[src/arb_defines.svh]
`ifndef ARB_DEFINES_SVH
`define ARB_DEFINES_SVH

`define ARB_ADDR_W 32
`define ARB_DATA_W 64
`define ARB_ID_W   4
`define ARB_LEN_W  8   // Beats minus one
`define ARB_RESP_W 2

`define ARB_ID_IF  4'h0
`define ARB_ID_MEM 4'h1

`define ARB_RESP_OKAY   2'b00
`define ARB_RESP_EXOKAY 2'b01

// Inclusive CLINT windows
`define ARB_CLINT_TIME_LO 32'h0200_bff8
`define ARB_CLINT_TIME_HI 32'h0200_bfff
`define ARB_CLINT_CMP_LO  32'h0200_4000
`define ARB_CLINT_CMP_HI  32'h0200_4007

`endif
[src/arb_pkg.sv]
package arb_pkg;

    // Owner of the read path
    typedef enum logic [1:0] {
        st_idle      = 2'd0,
        st_if_io     = 2'd1,
        st_mem_io    = 2'd2,
        st_mem_clint = 2'd3
    } rd_state_e;

    typedef enum logic {
        tgt_io    = 1'b0,
        tgt_clint = 1'b1
    } tgt_e;

endpackage

[src/axi_pkg.sv]
`include "arb_defines.svh"

package axi_pkg;

    typedef logic [`ARB_ADDR_W-1:0] addr_t;
    typedef logic [`ARB_DATA_W-1:0] data_t;
    typedef logic [`ARB_ID_W-1:0]   id_t;
    typedef logic [`ARB_LEN_W-1:0]  len_t;  // Beats minus one
    typedef logic [`ARB_RESP_W-1:0] resp_t;

endpackage

[src/axi_read_arbiter.sv]
`timescale 1ns/1ns

module axi_read_arbiter (
    input  logic           clk,
    input  logic           rst,

    input  logic           if_arvalid,
    input  axi_pkg::addr_t if_araddr,
    input  axi_pkg::id_t   if_arid,
    input  axi_pkg::len_t  if_arlen,
    output logic           if_arready,
    input  logic           if_rready,
    output logic           if_rvalid,
    output axi_pkg::resp_t if_rresp,
    output axi_pkg::data_t if_rdata,
    output logic           if_rlast,
    output axi_pkg::id_t   if_rid,

    input  logic           mem_arvalid,
    input  axi_pkg::addr_t mem_araddr,
    input  axi_pkg::id_t   mem_arid,
    input  axi_pkg::len_t  mem_arlen,
    output logic           mem_arready,
    input  logic           mem_rready,
    output logic           mem_rvalid,
    output axi_pkg::resp_t mem_rresp,
    output axi_pkg::data_t mem_rdata,
    output logic           mem_rlast,
    output axi_pkg::id_t   mem_rid,

    output logic           io_arvalid,
    output axi_pkg::addr_t io_araddr,
    output axi_pkg::id_t   io_arid,
    output axi_pkg::len_t  io_arlen,
    input  logic           io_arready,
    output logic           io_rready,
    input  logic           io_rvalid,
    input  axi_pkg::resp_t io_rresp,
    input  axi_pkg::data_t io_rdata,
    input  logic           io_rlast,
    input  axi_pkg::id_t   io_rid,

    output logic           clint_arvalid,
    output axi_pkg::addr_t clint_araddr,
    output axi_pkg::id_t   clint_arid,
    output axi_pkg::len_t  clint_arlen,
    input  logic           clint_arready,
    output logic           clint_rready,
    input  logic           clint_rvalid,
    input  axi_pkg::resp_t clint_rresp,
    input  axi_pkg::data_t clint_rdata,
    input  logic           clint_rlast,
    input  axi_pkg::id_t   clint_rid
);

    logic               pick_if;
    logic               pick_mem;
    logic               mem_is_clint;
    arb_pkg::rd_state_e state;

    // Request priority and CLINT decode
    rd_request_select i_select (
        .*
    );

    // Read path owner
    rd_owner_fsm i_fsm (
        .*
    );

    rd_channel_steer i_steer (
        .*
    );

endmodule

[src/rd_channel_steer.sv]
`timescale 1ns/1ns

module rd_channel_steer (
    input  logic               clk,
    input  logic               rst,
    input  arb_pkg::rd_state_e state,
    input  logic               mem_is_clint,
    input  logic               if_arvalid,
    input  axi_pkg::addr_t     if_araddr,
    input  axi_pkg::id_t       if_arid,
    input  axi_pkg::len_t      if_arlen,
    input  logic               if_rready,
    input  logic               mem_arvalid,
    input  axi_pkg::addr_t     mem_araddr,
    input  axi_pkg::id_t       mem_arid,
    input  axi_pkg::len_t      mem_arlen,
    input  logic               mem_rready,
    input  logic               io_arready,
    input  logic               io_rvalid,
    input  axi_pkg::resp_t     io_rresp,
    input  axi_pkg::data_t     io_rdata,
    input  logic               io_rlast,
    input  axi_pkg::id_t       io_rid,
    input  logic               clint_arready,
    input  logic               clint_rvalid,
    input  axi_pkg::resp_t     clint_rresp,
    input  axi_pkg::data_t     clint_rdata,
    input  logic               clint_rlast,
    input  axi_pkg::id_t       clint_rid,
    output logic               io_arvalid,
    output axi_pkg::addr_t     io_araddr,
    output axi_pkg::id_t       io_arid,
    output axi_pkg::len_t      io_arlen,
    output logic               io_rready,
    output logic               clint_arvalid,
    output axi_pkg::addr_t     clint_araddr,
    output axi_pkg::id_t       clint_arid,
    output axi_pkg::len_t      clint_arlen,
    output logic               clint_rready,
    output logic               if_arready,
    output logic               if_rvalid,
    output axi_pkg::resp_t     if_rresp,
    output axi_pkg::data_t     if_rdata,
    output logic               if_rlast,
    output axi_pkg::id_t       if_rid,
    output logic               mem_arready,
    output logic               mem_rvalid,
    output axi_pkg::resp_t     mem_rresp,
    output axi_pkg::data_t     mem_rdata,
    output logic               mem_rlast,
    output axi_pkg::id_t       mem_rid
);

    logic           busy;
    logic           from_mem;  // MEM is the chosen or owning master
    arb_pkg::tgt_e  tgt;
    logic           to_io;
    logic           if_owns;
    logic           mem_owns;
    logic           src_arvalid;
    axi_pkg::addr_t src_araddr;
    axi_pkg::id_t   src_arid;
    axi_pkg::len_t  src_arlen;
    logic           src_rready;
    logic           port_arready;
    logic           port_rvalid;
    axi_pkg::resp_t port_rresp;
    axi_pkg::data_t port_rdata;
    logic           port_rlast;
    axi_pkg::id_t   port_rid;

    always_comb begin
        from_mem = 1'b0;
        tgt      = arb_pkg::tgt_io;
        case (state)
            arb_pkg::st_idle: begin
                from_mem = !if_arvalid;   // IF wins when both ask
                if (!if_arvalid && mem_is_clint) begin
                    tgt = arb_pkg::tgt_clint;
                end
            end
            arb_pkg::st_mem_io: begin
                from_mem = 1'b1;
            end
            arb_pkg::st_mem_clint: begin
                from_mem = 1'b1;
                tgt      = arb_pkg::tgt_clint;
            end
            default: from_mem = 1'b0;
        endcase
    end

    assign busy     = (state != arb_pkg::st_idle);
    assign to_io    = (tgt == arb_pkg::tgt_io);
    assign if_owns  = busy && !from_mem;
    assign mem_owns = busy && from_mem;

    assign src_arvalid = from_mem ? mem_arvalid : if_arvalid;
    assign src_araddr  = from_mem ? mem_araddr : if_araddr;
    assign src_arid    = from_mem ? mem_arid : if_arid;
    assign src_arlen   = from_mem ? mem_arlen : if_arlen;
    assign src_rready  = from_mem ? mem_rready : if_rready;

    assign io_arvalid    = to_io && src_arvalid;
    assign io_araddr     = to_io ? src_araddr : '0;
    assign io_arid       = to_io ? src_arid : '0;
    assign io_arlen      = to_io ? src_arlen : '0;
    assign io_rready     = busy && to_io && src_rready;  // No beats taken in idle
    assign clint_arvalid = !to_io && src_arvalid;
    assign clint_araddr  = !to_io ? src_araddr : '0;
    assign clint_arid    = !to_io ? src_arid : '0;
    assign clint_arlen   = !to_io ? src_arlen : '0;
    assign clint_rready  = busy && !to_io && src_rready;

    // Return side of the selected port
    assign port_arready = to_io ? io_arready : clint_arready;
    assign port_rvalid  = to_io ? io_rvalid : clint_rvalid;
    assign port_rresp   = to_io ? io_rresp : clint_rresp;
    assign port_rdata   = to_io ? io_rdata : clint_rdata;
    assign port_rlast   = to_io ? io_rlast : clint_rlast;
    assign port_rid     = to_io ? io_rid : clint_rid;

    assign if_arready  = !from_mem && port_arready;
    assign mem_arready = from_mem && port_arready && (busy || mem_arvalid);

    assign if_rvalid  = if_owns && port_rvalid;
    assign if_rresp   = if_owns ? port_rresp : '0;
    assign if_rdata   = if_owns ? port_rdata : '0;
    assign if_rlast   = if_owns && port_rlast;
    assign if_rid     = if_owns ? port_rid : '0;
    assign mem_rvalid = mem_owns && port_rvalid;
    assign mem_rresp  = mem_owns ? port_rresp : '0;
    assign mem_rdata  = mem_owns ? port_rdata : '0;
    assign mem_rlast  = mem_owns && port_rlast;
    assign mem_rid    = mem_owns ? port_rid : '0;

    a_one_ar_port: assert property (@(posedge clk) disable iff (rst)
        !(io_arvalid && clint_arvalid));

    // R beats go to one master only
    a_one_r_master: assert property (@(posedge clk) disable iff (rst)
        !(if_rvalid && mem_rvalid));

endmodule

[src/rd_owner_fsm.sv]
`timescale 1ns/1ns
`include "arb_defines.svh"

module rd_owner_fsm (
    input  logic               clk,
    input  logic               rst,
    input  logic               pick_if,
    input  logic               pick_mem,
    input  logic               mem_is_clint,
    input  logic               if_rready,
    input  logic               mem_rready,
    input  logic               io_rvalid,
    input  logic               io_rlast,
    input  logic               clint_rvalid,
    input  logic               clint_rlast,
    input  axi_pkg::resp_t     io_rresp,
    input  axi_pkg::resp_t     clint_rresp,
    input  axi_pkg::id_t       io_rid,
    input  axi_pkg::id_t       clint_rid,
    output arb_pkg::rd_state_e state
);

    arb_pkg::rd_state_e state_next;
    logic               io_end;
    logic               clint_end;
    logic               if_io_done;
    logic               mem_io_done;
    logic               mem_clint_done;

    // Good last beat on each port
    assign io_end = io_rvalid && io_rlast &&
                    (io_rresp == `ARB_RESP_OKAY || io_rresp == `ARB_RESP_EXOKAY);
    assign clint_end = clint_rvalid && clint_rlast &&
                       (clint_rresp == `ARB_RESP_OKAY || clint_rresp == `ARB_RESP_EXOKAY);

    assign if_io_done     = io_end && if_rready && (io_rid == `ARB_ID_IF);
    assign mem_io_done    = io_end && mem_rready && (io_rid == `ARB_ID_MEM);
    assign mem_clint_done = clint_end && mem_rready && (clint_rid == `ARB_ID_MEM);

    always_comb begin
        state_next = state;
        case (state)
            arb_pkg::st_idle: begin
                if (pick_if) begin
                    state_next = arb_pkg::st_if_io;
                end else if (pick_mem) begin
                    state_next = mem_is_clint ? arb_pkg::st_mem_clint : arb_pkg::st_mem_io;
                end
            end
            arb_pkg::st_if_io: begin
                if (if_io_done) state_next = arb_pkg::st_idle;
            end
            arb_pkg::st_mem_io: begin
                if (mem_io_done) state_next = arb_pkg::st_idle;
            end
            arb_pkg::st_mem_clint: begin
                if (mem_clint_done) state_next = arb_pkg::st_idle;
            end
            default: state_next = arb_pkg::st_idle;
        endcase
    end

    always_ff @(posedge clk or posedge rst) begin
        if (rst) begin
            state <= arb_pkg::st_idle;
        end else begin
            state <= state_next;
        end
    end

    a_state_legal: assert property (@(posedge clk) disable iff (rst)
        state inside {arb_pkg::st_idle, arb_pkg::st_if_io,
                      arb_pkg::st_mem_io, arb_pkg::st_mem_clint});

    // No owner is taken without a request
    a_leave_idle: assert property (@(posedge clk) disable iff (rst)
        (state == arb_pkg::st_idle && !pick_if && !pick_mem) |=> state == arb_pkg::st_idle);

endmodule

[src/rd_request_select.sv]
`timescale 1ns/1ns
`include "arb_defines.svh"

module rd_request_select (
    input  logic           if_arvalid,
    input  logic           mem_arvalid,
    input  axi_pkg::addr_t mem_araddr,
    output logic           pick_if,
    output logic           pick_mem,
    output logic           mem_is_clint
);

    logic in_time;
    logic in_cmp;

    // Fetch has fixed priority
    assign pick_if  = if_arvalid;
    assign pick_mem = mem_arvalid && !if_arvalid;

    assign in_time = (mem_araddr >= `ARB_CLINT_TIME_LO) && (mem_araddr <= `ARB_CLINT_TIME_HI);
    assign in_cmp  = (mem_araddr >= `ARB_CLINT_CMP_LO) && (mem_araddr <= `ARB_CLINT_CMP_HI);

    assign mem_is_clint = in_time || in_cmp; // mtime or mtimecmp

endmodule

[config.mk]
export PLATFORM = sky130hd
export DESIGN_NAME = axi_read_arbiter
export DESIGN_NICKNAME = d
export VERILOG_FILES = /design/src/arb_pkg.sv /design/src/axi_pkg.sv /design/src/axi_read_arbiter.sv /design/src/rd_channel_steer.sv /design/src/rd_owner_fsm.sv /design/src/rd_request_select.sv
export VERILOG_INCLUDE_DIRS = /design/src
export SDC_FILE = /design/constraint.sdc
export NUM_CORES = 1
export LEC_CHECK = 0
export ABC_AREA = 1
export ABC_CLOCK_PERIOD_IN_PS = 9400
export BUFFER_PORTS_ARGS = -buffer_cell sky130_fd_sc_hd__buf_2
export CAP_MARGIN = 5
export CORE_AREA = 10 10 175 177
export DETAILED_ROUTE_END_ITERATION = 6
export DIE_AREA = 0 0 185 187
export GPL_TIMING_DRIVEN = 0
export PLACE_DENSITY_LB_ADDON = 0.2
export RECOVER_POWER = 100
export SETUP_SLACK_MARGIN = 0.15
export SYNTH_ARGS = -nofsm -noshare
export SYNTH_HDL_FRONTEND = slang
export SYNTH_SLANG_ARGS = --single-unit
[constraint.sdc]
create_clock -name clk -period 9.4 [get_ports clk]
set_input_delay 2.82 -clock clk [delete_from_list [all_inputs] [get_ports clk]]
set_output_delay 2.82 -clock clk [all_outputs]
set_load 0.03 [all_outputs]
Yosys cells after proc, flatten, opt, wreduce, memory -nomap -nowiden
Index checks and enable logic that the tools add are counted.
Widths: inputs -> output; s select.

cells by class
  mux-type cells = 33
  bitwise logic cells = 1
  $lt $le $gt $ge = 4
  reduce and logical (&&, ||, !) cells = 42
  equality and inequality tests = 11

operators by type and width
  kind                  count
  $mux 64               3
  $mux 32               3
  $ge 32x26->1 const B  2
  $le 32x26->1 const B  2
  $logic_and 1x1->1     29
  $mux 4                6
  $mux 8                3
  $mux 2                8
  $eq 4x1->1 const B    2
  $pmux 2 s4            1
  $mux 1                7
  $eq 2x1->1 const B    3
  $logic_not 2->1       3
  $ne 2x1->1 const B    3
  $eq 2x2->1 const B    2
  $logic_not 4->1       1
  $logic_or 1x1->1      4
  $pmux 1 s2            2
  $reduce_and 4->1      1
  $ne 3x2->1 const B    1
  $logic_not 1->1       2
  $reduce_bool 2->1     1
  $reduce_or 2->1       1
  $not 1->1             1

storage, ports and cells
  word-level logic and storage cells = 92
  register bits = 2

Longest topological paths before layout
  depth after elaboration = 9
  depth in mapped cells = 17
  gate-level depth less buffers = 15

Modules after synthesis
From an unflattened synthesis, not the netlist that was laid out.

unflattened totals
  cells, all modules = 956
  area total of the unflattened synthesis = 4075.2 um2

modules (own cells, without submodules)
  module             seq. area each (um2)  area each (um2)  cells each  instances
  rd_channel_steer   0.0                   3664.8           873         1
  rd_owner_fsm       50.0                  219.0            40          1
  rd_request_select  0.0                   191.4            43          1

Least setup slack after synthesis
No wires, ideal clock.

  kind = input-to-output
  from = input port mem_araddr[21]
  to = output port if_rid[2]
  required time = 6580 ps
  path buffers = 2
  stages = 15
  path slack = 2205 ps
  data arrival time = 4375 ps
  path through = nor2_1 -> nand2_1 -> nor2_1 -> nand2_1 -> nor2_1 -> nand3_1 -> nand2_1 -> nand2_1 -> nand2_1 -> nand2_1 -> buf_6 -> buf_6 -> nand2_1 -> nand2_1 -> nor2_1

between the ends
  longest elaborated chain between the ends = 8
  elaborated cells on any way between the ends = 12

ends and longest elaborated chain
  element                                                 line                                              text
  from (decl)                                             axi_read_arbiter.sv:20                            input axi_pkg::addr_t mem_araddr,
  $ge 32x26->1 (no line) or $le 32x26->1 (tied branches)  --
  $logic_and 1x1->1 (on tied branches)                    rd_request_select.sv:20, rd_request_select.sv:21
  $logic_or 1x1->1 (*)                                    rd_request_select.sv:23                           assign mem_is_clint = in_time || in_cmp;
  $logic_and 1x1->1 (*)                                   rd_channel_steer.sv:78                            if (!if_arvalid && mem_is_clint) begin
  $mux 1 (*)                                              rd_channel_steer.sv:78
  $pmux 1 s2 (*)                                          rd_channel_steer.sv:75                            case (state)
  $mux 4 (*)                                              rd_channel_steer.sv:121                           assign port_rid = to_io ? io_rid : clint_rid;
  $mux 4 (*)                                              rd_channel_steer.sv:130                           assign if_rid = if_owns ? port_rid : '0;
  to (decl)                                               axi_read_arbiter.sv:17                            output axi_pkg::id_t if_rid,

Mark *: on every way between the ends. The rest lies on a longest branch, timed or not.

Worst setup path in the final report
  from = input port mem_araddr[20]
  to = output port mem_rresp[1]

between the ends
  longest elaborated chain between the ends = 8
  elaborated cells on any way between the ends = 12

ends and longest elaborated chain
  element                                                 line                                              text
  $ge 32x26->1 (no line) or $le 32x26->1 (tied branches)  --
  $logic_and 1x1->1 (on tied branches)                    rd_request_select.sv:20, rd_request_select.sv:21
  $logic_or 1x1->1 (*)                                    rd_request_select.sv:23
  $logic_and 1x1->1 (*)                                   rd_channel_steer.sv:78
  $mux 1 (*)                                              rd_channel_steer.sv:78
  $pmux 1 s2 (*)                                          rd_channel_steer.sv:75
  $mux 2 (*)                                              rd_channel_steer.sv:118                           assign port_rresp = to_io ? io_rresp : clint_rresp;
  $mux 2 (*)                                              rd_channel_steer.sv:132                           assign mem_rresp = mem_owns ? port_rresp : '0;
  to (decl)                                               axi_read_arbiter.sv:26                            output axi_pkg::resp_t mem_rresp,

Marks and branches as above.

==> flow_summary.toml <==
[status]
outcome = "completed"

[floorplanning]
row_count = 61
die_area_um2 = 34600
die_w_um = 185
chipHeight_um = 187
start_util_pct = 13.71
ioPinCount = 478
core_area_um2 = 27320

[yosys]
yosys_warnings = 0
synth_top_family_by_area = "simple AND/OR/NAND/NOR gates"
yosysTopAreaCell = "nor2_1"
syn_area_per_cell_um2 = 4.419
ys_seq_elements = 2
synth.distinct_cells = 21
synth_area_um2 = 3747
ys_top_cells_by_area = "nor2_1, nand2_1, inv_1"
synth-xor-area-share_pct = 0
synth-compound-area-share_pct = 3.706
synth_fa_ha_area_share_pct = 2.337
synth-simple-area-share_pct = 58.80
syn_nets = 1095
synthMuxAreaShare_pct = 8.280
synth_top_area_share_pct = 27.35
seq_area_frac_synth_pct = 1.336
syn_inst = 848

[timing]
finalCritPeriodShare_pct = 87.96
tns_ns = 0
rsz0062_at_grt = "false"
worst_pin_slew_ns = 1.196
finalSetupViolations = 0
finalCriticalPeriod_ns = 8.268
slew_headroom_pct = 19.71
whs_ns = 0.7289
finalHoldViolations = 0
drv_slew = 0
skew_ns = 0.0007951
fmax_mhz = 120.9

[final_layout]
layout-drive-gt1-share_pct = 20.78
mostFrequentLayoutCell = "nor2_1"
fillers = 3418
area_delta_synth_final_pct = 69.18
layout_common_cells = "nor2_1, clkbuf_1, buf_2, nand2_1, inv_1"
stdcell_area_um2 = 6340
largest_reg_flops = 2
regMostFlops = "i_fsm.state"
nNetsFinal = 1577
largestRegisters = "i_fsm.state x2"

[placement]
placed_area_um2 = 6568
port_buffers = 477
dp_hpwl_um = 24030
routabilityCongestion = 0.8784

[route]
wl_per_cell_um = 16.31
drc = 0
num_vias = 6678
drtPass1Iterations = 4
ant_nets = 0
viasPerCell = 3.984
drt_wl_total_um = 27340
drtIter0Drc = 230

[clocking]
cts_tree = "built"
clk_latency_ns = 0.22
max-clock-path-buffers = 2
ctsHtreeMaxLevel = 1
hold_buffers = 0
cts_made_buffers = 3
ctsRootBufferMaster = "clkbuf_16"
clock-sinks = 2
cts.reportedPaths.clkPinSlew_ns = 0.03
cts_setup_buffers = 0
post_cts_resized = 0

[grt]
antenna_found_initial = 2
first_global_vias = 6944
grt_overflow = 0
grt_use_total_pct = 14.46
grt_pass1_wl_um = 39630
grt_max_degree = 11

[critical_path]
cp.arrival_ns = 5.45
r2r.worst_path.cells = 9
crit_type = "input pin to output port"
worstPathMaxFanout = 10
required_ns = 6.58
worstSetupStartpointType = "input pin"
critPathCaptureType = "output port"

[power_and_ir_drop]
power_per_cell_area_nw_per_um2 = 263.4
ir_drop_uv = 75.90
cellLeakagePower_nw = 3.894

[hold_path]
hold_depth = 2
hold_path_class = "flop to flop"

[run]
maxCapViolCount = 0
[metal layers]
layer | vias up | GRT usage (%) | wire, µm
met3 | 25 | 3.477 | 2437
met2 | 312 | 28.23 | 14190
met1 | 2900 | 14.84 | 10230
met4 | 2 | 3.377 | 469
li1 | 3439 | - | -
met5 | - | 0 | 11
[Yosys cell counts]
| master | number |
|---|---|
| nor2_1 | 273 |
| nor2_2 | 1 |
| inv_2 | 3 |
| o21ai_1 | 1 |
| dfrtp_1 | 2 |
| nand3_1 | 86 |
| buf_6 | 8 |
| nand4_1 | 2 |
| nor3_1 | 2 |
| a21oi_1 | 1 |
| mux2i_1 | 31 |
| buf_2 | 15 |
| nand2_1 | 190 |
| o31ai_4 | 1 |
| ha_1 | 7 |
| nor4_1 | 1 |
| o21ai_0 | 20 |
| buf_4 | 5 |
| inv_1 | 173 |
| a22oi_1 | 1 |
| clkbuf_1 | 25 |
[stage by stage]
| stage | total power, mW | setup WS (ns) | instances | utilization (%) |
|---|---|---|---|---|
| finish | 1.670 | 1.132 | 1676 | 23.20 |
| global route | 1.814 | 0.7089 | 1674 | 23.18 |
| CTS | 1.768 | 1.521 | 1674 | 24.31 |
| floorplan | 1.139 | 2.205 | 848 | - |
| detailed placement | 1.698 | 1.529 | 1671 | 24.04 |
| global placement | 1.700 | 1.543 | 1671 | 24.04 |
[final timing paths]
| check | startpoint | endpoint | slack, ns |
|---|---|---|---|
| worst min-delay path | i_fsm.state[0] | i_fsm.state[0] | 0.73 |
| worst min register to register | i_fsm.state[0] | i_fsm.state[0] | 0.73 |
| min in group asynchronous | rst | i_fsm.state[0] | 2.44 |
| worst max register to register | i_fsm.state[0] | i_fsm.state[0] | 7.91 |
| worst max-delay path | mem_araddr[20] | mem_rresp[1] | 1.13 |
| max in group asynchronous | rst | i_fsm.state[1] | 6.85 |
[power breakdown]
part / leakage (nW) / switching [mW] / total, mW / internal (mW)
clock network: 0.0370 / 0.00990 / 0.0640 / 0.0541
logic: 3.83 / 1.23 / 1.59 / 0.362
registers: 0.0258 / 0.00521 / 0.0174 / 0.0122
[cell families after synthesis]
logic type                 count (synthesis)
AOI/OAI and AO/OA                         24
adders and majority gates                  7
buffers and inverters                    229
DFF                                        2
muxes                                     31
and+or+nand+nor                          555
[critical path: stages]
cell	delay [ns]
buf_2	0.11
nor2_1	0.20
nand2_1	0.08
nor2_1	0.17
nand2_1	0.11
nor2_1	0.09
nand3_1	0.08
nand2_1	0.10
nand2_1	0.07
nand2_1	0.08
clkbuf_1	0.47
clkbuf_1	0.45
nand3_1	0.13
nand2_1	0.15
nor2_1	0.08
clkbuf_1	0.25
[final cells by class]
| type | instances | area, µm² | share of cell area [%] |
|---|---|---|---|
| diodes | 2 | 5.005 | 0.07894 |
| plain buffers | 53 | 261.5 | 4.125 |
| clock buffers | 3 | 75.07 | 1.184 |
| inverters | 176 | 660.6 | 10.42 |
| multi-input cells | 617 | 2740 | 43.22 |
| flip-flops and latches | 2 | 50.05 | 0.7894 |
| well taps | 346 | 432.9 | 6.828 |
| repair buffers | 477 | 2115 | 33.35 |
Power figures use the tool's default switching activity.
